--- src/source/fetch_pkg.sv ---
`default_nettype none

package fetch_pkg;

    // ------------------------------------------------------------------------
    // Datapath widths
    // ------------------------------------------------------------------------

    // PC and instruction width
    localparam int XLEN = 32;

    // Wishbone word address, byte address without bits 1..0
    localparam int ADR_W = XLEN - 2;

    // ------------------------------------------------------------------------
    // Fetch FSM
    // ------------------------------------------------------------------------
    // FS_IDLE   no bus cycle, waiting for queue space
    // FS_WORD0  reading the even word of the pair
    // FS_WORD1  reading the odd word of the pair
    typedef enum logic [1:0] {
        FS_IDLE  = 2'd0,
        FS_WORD0 = 2'd1,
        FS_WORD1 = 2'd2
    } fetch_state_e;

endpackage

`default_nettype wire

--- src/source/la_isa_pkg.sv ---
`default_nettype none

package la_isa_pkg;

    // ------------------------------------------------------------------------
    // Branch classification reported to decode
    // ------------------------------------------------------------------------
    typedef enum logic [1:0] {
        BR_NONE     = 2'b00,
        BR_UNCOND   = 2'b01,
        BR_PCREL    = 2'b10,
        BR_INDIRECT = 2'b11
    } branch_type_e;

    // ------------------------------------------------------------------------
    // Major opcodes in bits 31..26
    // ------------------------------------------------------------------------
    typedef enum logic [5:0] {
        OP_BEQZ = 6'b010000,
        OP_BNEZ = 6'b010001,
        OP_JIRL = 6'b010011,
        OP_B    = 6'b010100,
        OP_BL   = 6'b010101,
        OP_BEQ  = 6'b010110,
        OP_BNE  = 6'b010111,
        OP_BLT  = 6'b011000,
        OP_BGE  = 6'b011001,
        OP_BLTU = 6'b011010,
        OP_BGEU = 6'b011011
    } opcode_e;

    // ibar is 0x38728000 plus a 15-bit hint, so bits 31..15 are fixed
    localparam logic [16:0] IBAR_PREFIX = 17'h070E5;

endpackage

`default_nettype wire

--- src/source/fetch_queue.sv ---
`timescale 1ns/1ps
`default_nettype none

module fetch_queue #(
    parameter int QUEUE_DEPTH = 4
) (
    input  wire logic                        clk,
    input  wire logic                        rstn,
    input  wire logic                        push_valid,
    input  wire logic [fetch_pkg::XLEN-1:0]  push_inst0,
    input  wire logic [fetch_pkg::XLEN-1:0]  push_inst1,
    input  wire logic [fetch_pkg::XLEN-1:0]  push_pc,
    output logic                             queue_full,
    input  wire logic                        pop,
    input  wire logic                        flush,
    output logic                             head_valid,
    output logic [fetch_pkg::XLEN-1:0]       head_inst0,
    output logic [fetch_pkg::XLEN-1:0]       head_inst1,
    output logic [fetch_pkg::XLEN-1:0]       head_pc
);
    import fetch_pkg::*;

    localparam int PTR_W = $clog2(QUEUE_DEPTH);

    logic [XLEN-1:0]  mem_inst0 [QUEUE_DEPTH];
    logic [XLEN-1:0]  mem_inst1 [QUEUE_DEPTH];
    logic [XLEN-1:0]  mem_pc    [QUEUE_DEPTH];

    logic [PTR_W-1:0] wr_ptr;
    logic [PTR_W-1:0] rd_ptr;
    logic [PTR_W:0]   count;

    logic             do_push;
    logic             do_pop;

    assign queue_full = (count == (PTR_W+1)'(QUEUE_DEPTH));
    assign head_valid = (count != '0);

    assign do_push = push_valid && !queue_full && !flush;
    assign do_pop  = pop && head_valid && !flush;

    assign head_inst0 = mem_inst0[rd_ptr];
    assign head_inst1 = mem_inst1[rd_ptr];
    assign head_pc    = mem_pc[rd_ptr];

    // Storage, written on every accepted push
    always_ff @(posedge clk) begin
        if (do_push) begin
            mem_inst0[wr_ptr] <= push_inst0;
            mem_inst1[wr_ptr] <= push_inst1;
            mem_pc[wr_ptr]    <= push_pc;
        end
    end

    // Pointers wrap naturally, depth is a power of two
    always_ff @(posedge clk or negedge rstn) begin
        if (!rstn) begin
            wr_ptr <= '0;
            rd_ptr <= '0;
            count  <= '0;
        end else if (flush) begin
            wr_ptr <= '0;
            rd_ptr <= '0;
            count  <= '0;
        end else begin
            if (do_push) begin
                wr_ptr <= wr_ptr + 1'b1;
            end
            if (do_pop) begin
                rd_ptr <= rd_ptr + 1'b1;
            end
            count <= count + {{PTR_W{1'b0}}, do_push} - {{PTR_W{1'b0}}, do_pop};
        end
    end

endmodule

`default_nettype wire

--- src/source/fetch_top.sv ---
`timescale 1ns/1ps
`default_nettype none

module fetch_top #(
    parameter int                         QUEUE_DEPTH = 4,
    parameter logic [fetch_pkg::XLEN-1:0] RESET_PC    = 32'h1c00_0000
) (
    input  wire logic                        clk,
    input  wire logic                        rstn,
    // Wishbone classic master
    output logic                             wb_cyc,
    output logic                             wb_stb,
    output logic                             wb_we,
    output logic [fetch_pkg::ADR_W-1:0]      wb_adr,
    input  wire logic                        wb_ack,
    input  wire logic [fetch_pkg::XLEN-1:0]  wb_dat_r,
    // Redirect from the back end
    input  wire logic                        redirect_valid,
    input  wire logic [fetch_pkg::XLEN-1:0]  redirect_pc,
    // Decode interface
    output logic                             pair_valid,
    input  wire logic                        pair_ready,
    output logic [fetch_pkg::XLEN-1:0]       pair_inst0,
    output logic [fetch_pkg::XLEN-1:0]       pair_inst1,
    output logic [fetch_pkg::XLEN-1:0]       pair_pc,
    output la_isa_pkg::branch_type_e         pair_btype,
    output logic                             pair_bpos,
    // Barrier
    output logic                             ibar_signal,
    output logic [fetch_pkg::XLEN-1:0]       ibar_pc,
    output logic                             ibar_pos
);
    import fetch_pkg::*;

    logic            push_valid;
    logic [XLEN-1:0] push_inst0;
    logic [XLEN-1:0] push_inst1;
    logic [XLEN-1:0] push_pc;
    logic            queue_full;

    logic            head_valid;
    logic [XLEN-1:0] head_inst0;
    logic [XLEN-1:0] head_inst1;
    logic [XLEN-1:0] head_pc;
    logic            pop;
    logic            flush;

    // Either restart source empties the queue in the same cycle
    assign flush = redirect_valid || ibar_signal;

    fetch_unit #(
        .RESET_PC (RESET_PC)
    ) u_fetch_unit (
        .clk            (clk),
        .rstn           (rstn),
        .wb_cyc         (wb_cyc),
        .wb_stb         (wb_stb),
        .wb_we          (wb_we),
        .wb_adr         (wb_adr),
        .wb_ack         (wb_ack),
        .wb_dat_r       (wb_dat_r),
        .push_valid     (push_valid),
        .push_inst0     (push_inst0),
        .push_inst1     (push_inst1),
        .push_pc        (push_pc),
        .queue_full     (queue_full),
        .redirect_valid (redirect_valid),
        .redirect_pc    (redirect_pc),
        .ibar_signal    (ibar_signal),
        .ibar_pc        (ibar_pc),
        .ibar_pos       (ibar_pos)
    );

    fetch_queue #(
        .QUEUE_DEPTH (QUEUE_DEPTH)
    ) u_fetch_queue (
        .clk        (clk),
        .rstn       (rstn),
        .push_valid (push_valid),
        .push_inst0 (push_inst0),
        .push_inst1 (push_inst1),
        .push_pc    (push_pc),
        .queue_full (queue_full),
        .pop        (pop),
        .flush      (flush),
        .head_valid (head_valid),
        .head_inst0 (head_inst0),
        .head_inst1 (head_inst1),
        .head_pc    (head_pc)
    );

    pre_decoder u_pre_decoder (
        .clk         (clk),
        .rstn        (rstn),
        .head_valid  (head_valid),
        .head_inst0  (head_inst0),
        .head_inst1  (head_inst1),
        .head_pc     (head_pc),
        .pop         (pop),
        .pair_valid  (pair_valid),
        .pair_ready  (pair_ready),
        .pair_inst0  (pair_inst0),
        .pair_inst1  (pair_inst1),
        .pair_pc     (pair_pc),
        .pair_btype  (pair_btype),
        .pair_bpos   (pair_bpos),
        .ibar_signal (ibar_signal),
        .ibar_pc     (ibar_pc),
        .ibar_pos    (ibar_pos)
    );

endmodule

`default_nettype wire

--- src/source/fetch_unit.sv ---
`timescale 1ns/1ps
`default_nettype none

module fetch_unit #(
    parameter logic [fetch_pkg::XLEN-1:0] RESET_PC = 32'h1c00_0000
) (
    input  wire logic                        clk,
    input  wire logic                        rstn,
    // Wishbone classic master
    output logic                             wb_cyc,
    output logic                             wb_stb,
    output logic                             wb_we,
    output logic [fetch_pkg::ADR_W-1:0]      wb_adr,
    input  wire logic                        wb_ack,
    input  wire logic [fetch_pkg::XLEN-1:0]  wb_dat_r,
    // Push into the fetch queue
    output logic                             push_valid,
    output logic [fetch_pkg::XLEN-1:0]       push_inst0,
    output logic [fetch_pkg::XLEN-1:0]       push_inst1,
    output logic [fetch_pkg::XLEN-1:0]       push_pc,
    input  wire logic                        queue_full,
    // Restart sources
    input  wire logic                        redirect_valid,
    input  wire logic [fetch_pkg::XLEN-1:0]  redirect_pc,
    input  wire logic                        ibar_signal,
    input  wire logic [fetch_pkg::XLEN-1:0]  ibar_pc,
    input  wire logic                        ibar_pos
);
    import fetch_pkg::*;

    fetch_state_e      state;
    logic [XLEN-1:0]   pc_q;
    logic [XLEN-1:0]   pend_pc;
    logic [XLEN-1:0]   inst0_q;
    logic              discard;

    logic              restart;
    logic [XLEN-1:0]   restart_pc;
    logic              drop_ack;

    // Redirect wins over a barrier in the same cycle
    assign restart    = redirect_valid || ibar_signal;
    assign restart_pc = redirect_valid ? redirect_pc :
                        ibar_pc + {{(XLEN-4){1'b0}}, ibar_pos, ~ibar_pos, 2'b00};

    // Read that finishes while a flush is pending or arriving
    assign drop_ack = wb_ack && (discard || restart);

    // ------------------------------------------------------------------------
    // Bus outputs
    // ------------------------------------------------------------------------
    assign wb_cyc = (state != FS_IDLE);
    assign wb_stb = (state != FS_IDLE);
    assign wb_we  = 1'b0;
    assign wb_adr = {pc_q[XLEN-1:3], state == FS_WORD1};

    // ------------------------------------------------------------------------
    // Sequencing
    // ------------------------------------------------------------------------
    always_ff @(posedge clk or negedge rstn) begin
        if (!rstn) begin
            state      <= FS_IDLE;
            pc_q       <= RESET_PC;
            discard    <= 1'b0;
            push_valid <= 1'b0;
        end else begin
            push_valid <= 1'b0;
            case (state)
                FS_IDLE: begin
                    // Queue is flushed by the restart, so no space check
                    if (restart) begin
                        pc_q  <= restart_pc;
                        state <= FS_WORD0;
                    end else if (!queue_full && !push_valid) begin
                        state <= FS_WORD0;
                    end
                end
                FS_WORD0, FS_WORD1: begin
                    if (drop_ack) begin
                        pc_q    <= restart ? restart_pc : pend_pc;
                        discard <= 1'b0;
                        state   <= FS_WORD0;
                    end else if (wb_ack && state == FS_WORD0) begin
                        inst0_q <= wb_dat_r;
                        state   <= FS_WORD1;
                    end else if (wb_ack) begin
                        push_valid <= 1'b1;
                        push_inst0 <= inst0_q;
                        push_inst1 <= wb_dat_r;
                        push_pc    <= pc_q;
                        pc_q       <= {pc_q[XLEN-1:3] + 1'b1, 3'b000};
                        state      <= FS_IDLE;
                    end else if (restart) begin
                        // Let the current read finish and throw it away
                        discard <= 1'b1;
                        pend_pc <= restart_pc;
                    end
                end
                default: state <= FS_IDLE;
            endcase
        end
    end

endmodule

`default_nettype wire

--- src/source/pre_decoder.sv ---
`timescale 1ns/1ps
`default_nettype none

module pre_decoder (
    input  wire logic                        clk,
    input  wire logic                        rstn,
    // Queue head
    input  wire logic                        head_valid,
    input  wire logic [fetch_pkg::XLEN-1:0]  head_inst0,
    input  wire logic [fetch_pkg::XLEN-1:0]  head_inst1,
    input  wire logic [fetch_pkg::XLEN-1:0]  head_pc,
    output logic                             pop,
    // Decode side
    output logic                             pair_valid,
    input  wire logic                        pair_ready,
    output logic [fetch_pkg::XLEN-1:0]       pair_inst0,
    output logic [fetch_pkg::XLEN-1:0]       pair_inst1,
    output logic [fetch_pkg::XLEN-1:0]       pair_pc,
    output la_isa_pkg::branch_type_e         pair_btype,
    output logic                             pair_bpos,
    // Barrier pulse
    output logic                             ibar_signal,
    output logic [fetch_pkg::XLEN-1:0]       ibar_pc,
    output logic                             ibar_pos
);
    import fetch_pkg::*;
    import la_isa_pkg::*;

    branch_type_e btype0;
    branch_type_e btype1;
    logic         ibar0;
    logic         ibar1;

    function automatic branch_type_e classify(input logic [XLEN-1:0] inst);
        opcode_e op;
        op = opcode_e'(inst[31:26]);
        case (op)
            OP_JIRL:          return BR_INDIRECT;
            OP_B, OP_BL:      return BR_UNCOND;
            OP_BEQZ, OP_BNEZ,
            OP_BEQ, OP_BNE,
            OP_BLT, OP_BGE,
            OP_BLTU, OP_BGEU: return BR_PCREL;
            default:          return BR_NONE;
        endcase
    endfunction

    // ------------------------------------------------------------------------
    // Combinational classification of the head pair
    // ------------------------------------------------------------------------
    assign btype0 = classify(head_inst0);
    assign btype1 = classify(head_inst1);

    // Slot 0 is not a real instruction when the PC points at the odd word
    assign ibar0 = (head_inst0[31:15] == IBAR_PREFIX) && !head_pc[2];
    assign ibar1 = (head_inst1[31:15] == IBAR_PREFIX);

    assign pair_btype = (btype1 != BR_NONE) ? btype1 :
                        head_pc[2]          ? BR_NONE : btype0;
    assign pair_bpos  = (btype1 != BR_NONE);

    assign pair_inst0 = head_inst0;
    assign pair_inst1 = head_inst1;
    assign pair_pc    = head_pc;

    // Hold decode off during the pulse, the queue is being flushed
    assign pair_valid = head_valid && !ibar_signal;
    assign pop        = pair_valid && pair_ready;

    // ------------------------------------------------------------------------
    // Barrier capture
    // ------------------------------------------------------------------------
    always_ff @(posedge clk or negedge rstn) begin
        if (!rstn) begin
            ibar_signal <= 1'b0;
        end else begin
            ibar_signal <= pop && (ibar0 || ibar1);
        end
    end

    // First ibar in the pair wins
    always_ff @(posedge clk) begin
        if (pop && (ibar0 || ibar1)) begin
            ibar_pc  <= head_pc;
            ibar_pos <= !ibar0;
        end
    end

endmodule

`default_nettype wire
--- config.mk ---
export PLATFORM = sky130hd
export DESIGN_NAME = fetch_top
export DESIGN_NICKNAME = d
export VERILOG_FILES = /design/src/source/fetch_pkg.sv /design/src/source/la_isa_pkg.sv /design/src/source/fetch_queue.sv /design/src/source/fetch_top.sv /design/src/source/fetch_unit.sv /design/src/source/pre_decoder.sv
export SDC_FILE = /design/constraint.sdc
export NUM_CORES = 1
export LEC_CHECK = 0
export ABC_AREA = 1
export BUFFER_PORTS_ARGS = -buffer_cell sky130_fd_sc_hd__buf_4
export CAP_MARGIN = 20
export CORE_ASPECT_RATIO = 1.25
export CORE_UTILIZATION = 45
export CTS_CLUSTER_SIZE = 10
export DETAILED_ROUTE_END_ITERATION = 6
export SKIP_LAST_GASP = 1
export SLEW_MARGIN = 10
export SYNTH_ARGS = -nofsm -noshare
export SYNTH_HDL_FRONTEND = slang
export SYNTH_SLANG_ARGS = --single-unit
--- constraint.sdc ---
create_clock -name clk -period 19 [get_ports clk]
set_input_delay 0.95 -clock clk [delete_from_list [all_inputs] [get_ports clk]]
set_output_delay 0.95 -clock clk [all_outputs]
set_load 0.05 [all_outputs]
==> results of run 1 <==
[power by group]
| part | internal, mW | switching [mW] |
|---|---|---|
| combinational | 0.336 | 0.939 |
| clock | 0.738 | 0.506 |
| sequential | 1.60 | 0.112 |
| total | 2.67 | 1.56 |
[worst max-delay path: stages, from the launching register on]
cell and delay, ns:
dfrtp_4 0.60, buf_4 0.82, o21ai_0 0.23, o22ai_1 0.48, nor2_1 0.21, nand4_1 0.19, nand3_1 0.09, nand2_1 0.08
buf_4 0.19
[cell type report]
class | count | share of cell area
Tap cell | 742 | 0.0310
Clock buffer | 98 | 0.0679
Inverter | 130 | 0.0164
Sequential cell | 621 | 0.615
Clock inverter | 4 | 0.00104
Multi-Input combinational cell | 1254 | 0.204
Timing Repair Buffer | 255 | 0.0645
[cell usage after synthesis, types with 2 or more instances]
| cell | n |
|---|---|
| a21boi_0 | 6 |
| a21oi_1 | 59 |
| a31oi_1 | 8 |
| a32o_1 | 3 |
| and2_1 | 9 |
| buf_1 | 2 |
| buf_2 | 25 |
| buf_4 | 40 |
| buf_6 | 3 |
| clkbuf_1 | 53 |
| dfrtp_1 | 41 |
| dfstp_2 | 3 |
| edfxtp_1 | 577 |
| fa_1 | 2 |
| ha_1 | 13 |
| inv_1 | 123 |
| inv_2 | 7 |
| nand2_1 | 340 |
| nand2_2 | 5 |
| nand3_1 | 97 |
| nand3_2 | 4 |
| nand3b_1 | 7 |
| nand4_1 | 9 |
| nor2_1 | 303 |
| nor2_2 | 5 |
| nor2_4 | 4 |
| nor3_1 | 18 |
| nor3b_1 | 2 |
| nor4_1 | 2 |
| o211ai_1 | 5 |
| o21a_1 | 2 |
| o21ai_0 | 194 |
| o21ai_1 | 17 |
| o21bai_1 | 3 |
| o22ai_1 | 73 |
| o22ai_2 | 7 |
| or2_2 | 28 |
| xnor2_1 | 7 |
| xor2_1 | 12 |
[through the flow]
step	setup slack (ns)	instance area (µm²)	hold slack, ns	util	power (mW)
global route	14.27	30000	0.415	0.533	4.41
CTS	14.27	29900	0.391	0.533	4.26
detailed placement	14.23	27900	0.405	0.496	3.02
global placement	14.38	27900	0.402	0.496	3.00
finish	14.55	30000	0.390	0.533	4.23
floorplan	7.81	25600	0.400	-	2.64
[per-layer routing]
metal / up-vias / GRT usage
met4: 6 / 0.116
met2: 589 / 0.380
met3: 147 / 0.0404
met1: 8213 / 0.296
li1: 7844 / -
met5: - / 0
[worst paths after layout]
| path | slack [ns] | from | cells past startpoint | end |
|---|---|---|---|---|
| max | 14.55 | u_fetch_queue.rd_ptr[1]$_DFFE_PN0P_ | 8 | pair_btype[1] |
| min | 0.39 | rstn | 1 | u_fetch_unit.pc_q[19]$_DFFE_PN0P_ |
| max reg2reg | 14.90 | u_fetch_unit.state[0]$_DFFE_PN0P_ | 11 | u_fetch_unit.pc_q[15]$_DFFE_PN0P_ |
| min reg2reg | 0.42 | u_fetch_unit.inst0_q[0]$_DFFE_PP_ | 0 | u_fetch_unit.push_inst0[0]$_DFFE_PP_ |
| max in group asynchronous | 18.04 | rstn | 1 | u_fetch_queue.rd_ptr[0]$_DFFE_PN0P_ |
| min in group clk | 0.42 | u_fetch_unit.inst0_q[0]$_DFFE_PP_ | 0 | u_fetch_unit.push_inst0[0]$_DFFE_PP_ |
[cell families after synthesis]
kind of cell	synth area share
AO/OA/AOI/OAI	0.0834
XOR/XNOR	0.00649
adder cells (fa/ha/maj)	0.00790
buffers and inverters	0.0450
flip-flops	0.719
multiplexers	0.000390
other	0.000146
AND/OR/NAND/NOR	0.138
[placed cells by master, fill, tap and decap left out, drive strengths merged, types with 13 or more instances in the layout]
| cell type | instances |
|---|---|
| ha | 13 |
| edfxtp | 577 |
| nand3 | 101 |
| clkbuf | 98 |
| nor2 | 312 |
| nor3 | 18 |
| inv | 132 |
| or2 | 29 |
| o22ai | 80 |
| o21ai | 212 |
| dfrtp | 41 |
| a21oi | 59 |
| buf | 255 |
| nand2 | 345 |
==> summary.txt, run 1 <==
antenna violations before repair -> 3
Post-Syn Area -> 25600 µm²
Setup CP Type -> flop to primary output
Clock Path Buffers -> 3
CP startpoint kind -> flop
MaxCap Viol Count -> 0
Antenna Nets Post-Route -> 0
io pins -> 236
Die H -> 269 µm
syn_area_per_cell -> 12.0 µm²
Synth area leader -> edfxtp_1
Synth top area share -> 0.676
clk sink count -> 621
Syn Nets -> 2212
RD Place Congestion -> 0.924
met3 WL post-DR -> 4050 µm
Worst VDD drop -> 0.000119 V
die area -> 57900 µm²
die width -> 216 µm
clock skew -> 0.0290 ns
Rows -> 97
CTS Root Cell -> clkbuf_16
Clk pin slew, worst setup/hold paths -> 0.06 ns
RSZ-0062 raised after global routing -> false
Post-CTS Setup Inserts -> 0
initial drt markers -> 1240
cts bufs inserted -> 73
Yosys cell types -> 49
WL per Instance -> 21.8 µm
number of remaining DRC errors -> 0
number of fill cells -> 4757
crit-path max FO -> 82
PD cells -> 141 nW/µm²
required time worst endpoint -> 18.05 ns
Post-synth EDFFs -> 577
Mapped Cells -> 2128
asr flop ratio synth -> 0.0709
sequential area share after synthesis -> 0.719
multi-input logic area -> 6110 µm²
layout cells sized above 1 -> 0.176
P_leak -> 11.0 nW
Clock Latency Late Sink -> 0.60 ns
post-layout minimum cycle time -> 4.45 ns
Slew Viols, Final -> 0
vias -> 16800
Vias/cell -> 5.41
largest net degree at the start of global routing -> 108
Fin. Hold Viols -> 0
YS warnings -> 0
vias in the first global route -> 16100
Ant. Diodes -> 0
placed insts -> 3001
first-pass GRT wire length -> 99000 µm
Final Cycle Share -> 0.234
relative slew slack -> 0.327
Register Area -> 18400 µm²
Max Clk Rate -> 0.225 GHz
Max Used Layer -> met5
worst min path class -> input pin to asynchronous set/reset pin
router iterations before antenna repair -> 6
HPWL Detailed -> 42200 µm
TritonCTS clock tree -> yes
GR Overflow Total -> 0
Critical Path End Type -> primary output
Total GRT Usage -> 0.231
final setup vio count -> 0
H-tree lvl count -> 3
M1 WL -> 28000 µm
met2 wire length -> 32700 µm
Slew @ Worst Pin -> 1.01 ns
status -> finished clean
Top Registers -> u_fetch_queue.mem_inst0 x128, u_fetch_queue.mem_inst1 x128, u_fetch_queue.mem_pc x128
Final #Nets -> 2419
core area -> 56200 µm²
final WL -> 67800 µm
Initial Utilization -> 0.456
post-cts resize count -> 0
Area Overhead vs Synth -> 16.9%
Area contributors post-synth -> edfxtp_1 68%, nand2_1 5.0%, nor2_1 4.4%, dfrtp_1 4.0%, o21ai_0 3.8%
input/output buffers -> 234
fin cells -> 3104
Total Neg Setup Slack -> 0 ns
critical path arrival -> 3.50 ns
Synth Flop Type -> edfxtp_1
Synth Register Bits -> 621
# hold bufs at CTS -> 0
Power figures use the tool's default switching activity.
==> run 2: changes to the inputs <==
==> constraint.sdc (replaced) <==
create_clock -name clk -period 4.1 [get_ports clk]
set_input_delay 0.205 -clock clk [delete_from_list [all_inputs] [get_ports clk]]
set_output_delay 0.205 -clock clk [all_outputs]
set_load 0.05 [all_outputs]
==> run 2 against run 1 <==
Compared with the run above: register-to-register slack got worse by 14 ns; critical path depth decreased by 1; routed wire length increased by 0.83%; cell count increased by 1.5%; clock skew decreased by 0.0048 ns.
==> summary.txt, run 2 (synthesized netlist as in run 1, its figures left out) <==
status -> finished clean
relative slew slack -> 0.412
Max Clk Rate -> 0.280 GHz
Vias/cell -> 5.40
Final #Nets -> 2462
M1 WL -> 28300 µm
RD Place Congestion -> 0.900
Post-CTS Setup Inserts -> 0
die area -> 57900 µm²
vias in the first global route -> 16500
# hold bufs at CTS -> 37
Final Cycle Share -> 0.871
Slew @ Worst Pin -> 0.881 ns
router iterations before antenna repair -> 6
hold_sp -> redirect_pc[15]
Total GRT Usage -> 0.236
Ant. Diodes -> 0
initial drt markers -> 1439
vias -> 17000
WL per Instance -> 21.7 µm
worst min path class -> input pin to flop
worst setup margin -> 0.530 ns
Area Overhead vs Synth -> 18.7%
HPWL Detailed -> 42700 µm
post-cts resize count -> 0
post-layout minimum cycle time -> 3.57 ns
met3 WL post-DR -> 3900 µm
Critical Path End Type -> primary output
most common cell after layout, fill and taps aside -> edfxtp_1
number of fill cells -> 4711
die width -> 216 µm
clk sink count -> 621
Layout Utilization -> 0.542
Max Used Layer -> met4
final setup vio count -> 0
Antenna Nets Post-Route -> 0
critical path arrival -> 3.36 ns
clock skew -> 0.0242 ns
number of remaining DRC errors -> 0
first-pass GRT wire length -> 102000 µm
RSZ-0062 raised after global routing -> false
H-tree lvl count -> 3
final instance area -> 30400 µm²
core area -> 56200 µm²
PD cells -> 642 nW/µm²
io pins -> 236
Worst VDD drop -> 0.000391 V
Tot Pwr -> 19.5 mW
Worst Setup SP -> u_fetch_queue.rd_ptr[1]$_DFFE_PN0P_
Top Registers -> u_fetch_queue.mem_inst0 x128, u_fetch_queue.mem_inst1 x128, u_fetch_queue.mem_pc x128
Critical R2R Launch -> u_fetch_queue.rd_ptr[1]$_DFFE_PN0P_
antenna violations before repair -> 0
CP startpoint kind -> flop
Clock Path Buffers -> 3
met2 wire length -> 34300 µm
multi-input logic area -> 6140 µm²
Fin. Hold Viols -> 0
crit-path max FO -> 63
Total Neg Setup Slack -> 0 ns
MaxCap Viol Count -> 0
GR Overflow Total -> 0
required time worst endpoint -> 3.89 ns
TritonCTS clock tree -> yes
largest net degree at the start of global routing -> 107
Clk pin slew, worst setup/hold paths -> 0.05 ns
Clock Latency Late Sink -> 0.61 ns
layout cells sized above 1 -> 0.175
final WL -> 68400 µm
P_leak -> 11.2 nW
Slew Viols, Final -> 0
input/output buffers -> 234
Rows -> 97
Die H -> 269 µm
commonest cells after routing, fill and taps aside -> 577 x edfxtp_1, 340 x nand2_1, 296 x nor2_1, 254 x buf_4, 194 x o21ai_0
Initial Utilization -> 0.456
DP Worst Slack -> 1.04 ns
cts bufs inserted -> 73
Register Area -> 18400 µm²
Post-DP Area -> 28000 µm²
CTS Root Cell -> clkbuf_16
Setup CP Type -> flop to primary output
-- run 2: worst max-delay path, cell delays in order (launching register included) --
cell and delay [ns]:
dfrtp_4 0.75, buf_4 0.71, nand3_1 0.12, and2_1 0.23
nor3_1 0.48, nand3_1 0.15, nand2_1 0.09, buf_4 0.19
-- run 2: area by class of cell --
cell class	instances	share of cell area
clock buffers	101	0.0645
clock inverters	6	0.00164
inverters	130	0.0162
multi-input cells	1254	0.202
flip-flops and latches	621	0.606
well taps	742	0.0305
repair buffers	298	0.0794
-- run 2: path summary, 6_finish.rpt --
kind	cells past startpoint	slack, ns	endpoint
setup / recovery	7	0.53	pair_btype[1]
hold / removal	5	0.03	u_fetch_unit.pc_q[15]$_DFFE_PN0P_
setup reg to reg	10	1.04	u_pre_decoder.ibar_pc[29]$_DFFE_PP_
hold reg to reg	0	0.42	u_fetch_unit.push_inst0[26]$_DFFE_PP_
max in group asynchronous	3	3.24	u_fetch_queue.rd_ptr[1]$_DFFE_PN0P_
min in group asynchronous	3	0.33	u_fetch_unit.pc_q[16]$_DFFE_PN0P_
-- run 2: report_power, final --
group          leakage (nW)  internal (mW)  switching (mW)
clock                 0.973           3.30            2.35
sequential             5.73           7.41           0.503
combinational          4.46           1.61            4.38
-- run 2: metrics by stage --
stage	instances	hold WS (ns)
finish	3152	0.0278
CTS	3152	0.00737
global placement	3008	0.393
global route	3152	0.0578
detailed placement	3008	0.394
floorplan	2128	-0.0906
-- run 2: routing by layer --
| metal | track usage | up-vias |
|---|---|---|
| li1 | - | 7949 |
| met1 | 0.307 | 8382 |
| met2 | 0.397 | 591 |
| met3 | 0.0402 | 97 |
| met4 | 0.0882 | 0 |
| met5 | 0 | - |
==> run 3: changes to the inputs <==
--- a/config.mk
+++ b/config.mk
@@ -8,12 +8,13 @@
 export ABC_AREA = 1
 export BUFFER_PORTS_ARGS = -buffer_cell sky130_fd_sc_hd__buf_4
 export CAP_MARGIN = 20
-export CORE_ASPECT_RATIO = 1.25
 export CORE_UTILIZATION = 45
 export CTS_CLUSTER_SIZE = 10
 export DETAILED_ROUTE_END_ITERATION = 6
+export GPL_TIMING_DRIVEN = 0
 export SKIP_LAST_GASP = 1
 export SLEW_MARGIN = 10
 export SYNTH_ARGS = -nofsm -noshare
 export SYNTH_HDL_FRONTEND = slang
+export SYNTH_HIERARCHICAL = 1
 export SYNTH_SLANG_ARGS = --single-unit
==> run 3 against run 2 <==
Compared with the run above: utilization up 1.4 points; register-to-register slack got worse by 0.74 ns; largest power group unchanged; clock skew down 0.0032 ns; global-route usage up 1.7 points; highest routed layer unchanged; via count up 7.5%; routed wire length is 11% higher; power fell by 12%; critical path depth rose by 3; maximum frequency fell by 6.1%; synthesized cell count is 3.4% higher; worst hold slack improved by 0.0014 ns.
==> summary.txt, run 3 <==
vias in the first global route -> 17800
Rows -> 88
Fin. Hold Viols -> 0
Antenna Nets Post-Route -> 0
commonest cells after routing, fill and taps aside -> 577 x edfxtp_1, 364 x buf_4, 330 x nor2_1, 309 x nand2_1, 144 x o21ai_0
Clock Path Buffers -> 3
worst min path class -> input pin to flop
syn_area_per_cell -> 12.0 µm²
Synth area leader -> edfxtp_1
Yosys cell types -> 51
RSZ-0062 raised after global routing -> false
Slew @ Worst Pin -> 0.924 ns
Synth Register Bits -> 621
post-cts resize count -> 0
vias -> 18300
relative slew slack -> 0.382
clk sink count -> 621
largest net degree at the start of global routing -> 46
Worst R2R End -> u_pre_decoder/ibar_pc[24]$_DFFE_PP_
number of fill cells -> 4809
Max Clk Rate -> 0.263 GHz
Syn Nets -> 2284
critical path endpoint -> u_pre_decoder/ibar_pc[24]$_DFFE_PP_
Vias/cell -> 5.43
final WL -> 75800 µm
Synth top area share -> 0.656
Clk pin slew, worst setup/hold paths -> 0.06 ns
CTS Root Cell -> clkbuf_16
HPWL Detailed -> 52900 µm
Die H -> 244 µm
most common cell after layout, fill and taps aside -> edfxtp_1
crit-path max FO -> 24
PD cells -> 533 nW/µm²
status -> finished clean
TritonCTS clock tree -> yes
MaxCap Viol Count -> 0
P_leak -> 12.1 nW
Final Cycle Share -> 0.927
Total GRT Usage -> 0.253
initial drt markers -> 1696
core area -> 57800 µm²
Synth Flop Type -> edfxtp_1
input/output buffers -> 234
critical path arrival -> 4.11 ns
YS warnings -> 6
Worst Setup SP -> u_fetch_queue/rd_ptr[0]$_DFFE_PN0P_
Critical R2R Launch -> u_fetch_queue/rd_ptr[0]$_DFFE_PN0P_
Final #Nets -> 2653
Critical Path End Type -> flop
fin cells -> 3366
final setup vio count -> 0
R2R cell count -> 10
Area contributors post-synth -> edfxtp_1 66%, nor2_1 4.8%, nand2_1 4.4%, dfrtp_1 3.9%, buf_4 3.7%
die area -> 59600 µm²
Post-CTS Setup Inserts -> 0
number of remaining DRC errors -> 0
required time worst endpoint -> 4.41 ns
post-layout minimum cycle time -> 3.80 ns
io pins -> 236
WL per Instance -> 22.5 µm
Post-synth EDFFs -> 577
Initial Utilization -> 0.457
CP startpoint kind -> flop
router iterations before antenna repair -> 5
RD Place Congestion -> 0.930
Slew Viols, Final -> 0
antenna violations before repair -> 0
Top Registers -> u_fetch_queue/mem_inst0 x128, u_fetch_queue/mem_inst1 x128, u_fetch_queue/mem_pc x128
H-tree lvl count -> 3
most frequent cell after synthesis -> edfxtp_1
asr flop ratio synth -> 0.0709
layout cells sized above 1 -> 0.228
# hold bufs at CTS -> 34
Mapped Cells -> 2200
Worst VDD drop -> 0.000352 V
Tot Pwr -> 17.1 mW
cts bufs inserted -> 73
GR Overflow Total -> 0
clock skew -> 0.0210 ns
Hold Path Depth -> 5
R2R Setup Slk -> 0.30 ns
die width -> 244 µm
sequential area share after synthesis -> 0.698
Post-Syn Area -> 26400 µm²
Setup CP Type -> flop to flop
Area Overhead vs Synth -> 21.7%
placed insts -> 3225
first-pass GRT wire length -> 112000 µm
Commonest cells post-synth -> 577 x edfxtp_1, 336 x nor2_1, 309 x nand2_1
Clock Latency Late Sink -> 0.61 ns
## run 3: final cells by class
cell class              instances  area (µm²)  area share
diodes                          1        2.50   0.0000779
well taps                     765         957      0.0298
clock inverters                 8         134     0.00417
clock buffers                  98        1920      0.0598
inverters                     112         430      0.0134
repair buffers                294        2650      0.0823
plain buffers                 218        1470      0.0458
flip-flops and latches        621       18400       0.574
multi-input cells            1249        6130       0.191
## run 3: kinds of logic after synthesis
family	Yosys count	share of synthesized area
buf+inv	330	0.0721
xor+xnor	27	0.00896
other cells	1	0.000142
compound gates	395	0.0825
simple gates	810	0.130
fa+ha+maj	15	0.00768
flops	621	0.698
mux	1	0.000379
## run 3: worst min path at each step
stage	startpoint	end	slack (ns)
floorplan	rstn	u_fetch_queue/count[0]$_DFF_PN0_	-0.09
global placement	rstn	u_fetch_unit/pc_q[17]$_DFFE_PN0P_	0.28
detailed placement	rstn	u_fetch_unit/pc_q[17]$_DFFE_PN0P_	0.29
CTS	redirect_pc[9]	u_fetch_unit/pend_pc[9]$_DFFE_PP_	0.009
global route	redirect_pc[15]	u_fetch_unit/pc_q[15]$_DFFE_PN0P_	0.06
finish	redirect_pc[15]	u_fetch_unit/pc_q[15]$_DFFE_PN0P_	0.03
## run 3: critical path, cell delays in order (launching register included)
cell and delay, ns:
dfrtp_1 0.62, buf_6 0.26, buf_6 0.21, buf_2 0.29
nor2_1 0.08, o22ai_1 0.51, nand2_1 0.16, nor2_1 0.26
nand3_1 0.24, a21oi_4 0.55, buf_12 0.26
## run 3: per-layer routing
layer	share of wire	global-route usage
met5	0	0
met4	0.027	0.0855
met3	0.074	0.0388
met2	0.48	0.407
met1	0.42	0.352
## run 3: where the power goes
part | internal (mW) | total, mW | switching [mW]
combinational | 1.17 | 3.50 | 2.34
sequential | 7.35 | 7.89 | 0.537
clock | 3.28 | 5.74 | 2.46
## run 3: through the flow
stage | worst slack [ns] | hold WS [ns] | area (µm²) | utilization | setup TNS (ns)
after detailed placement | 0.339 | 0.286 | 29700 | 0.514 | 0
after floorplan | -1.58 | -0.0906 | 26400 | - | -605.87
after global routing | 0.172 | 0.0572 | 32100 | 0.556 | 0
after CTS | 0.342 | 0.00914 | 32100 | 0.556 | 0
final | 0.297 | 0.0293 | 32100 | 0.556 | 0
after global placement | -5.21 | 0.276 | 29100 | 0.504 | -2169.17
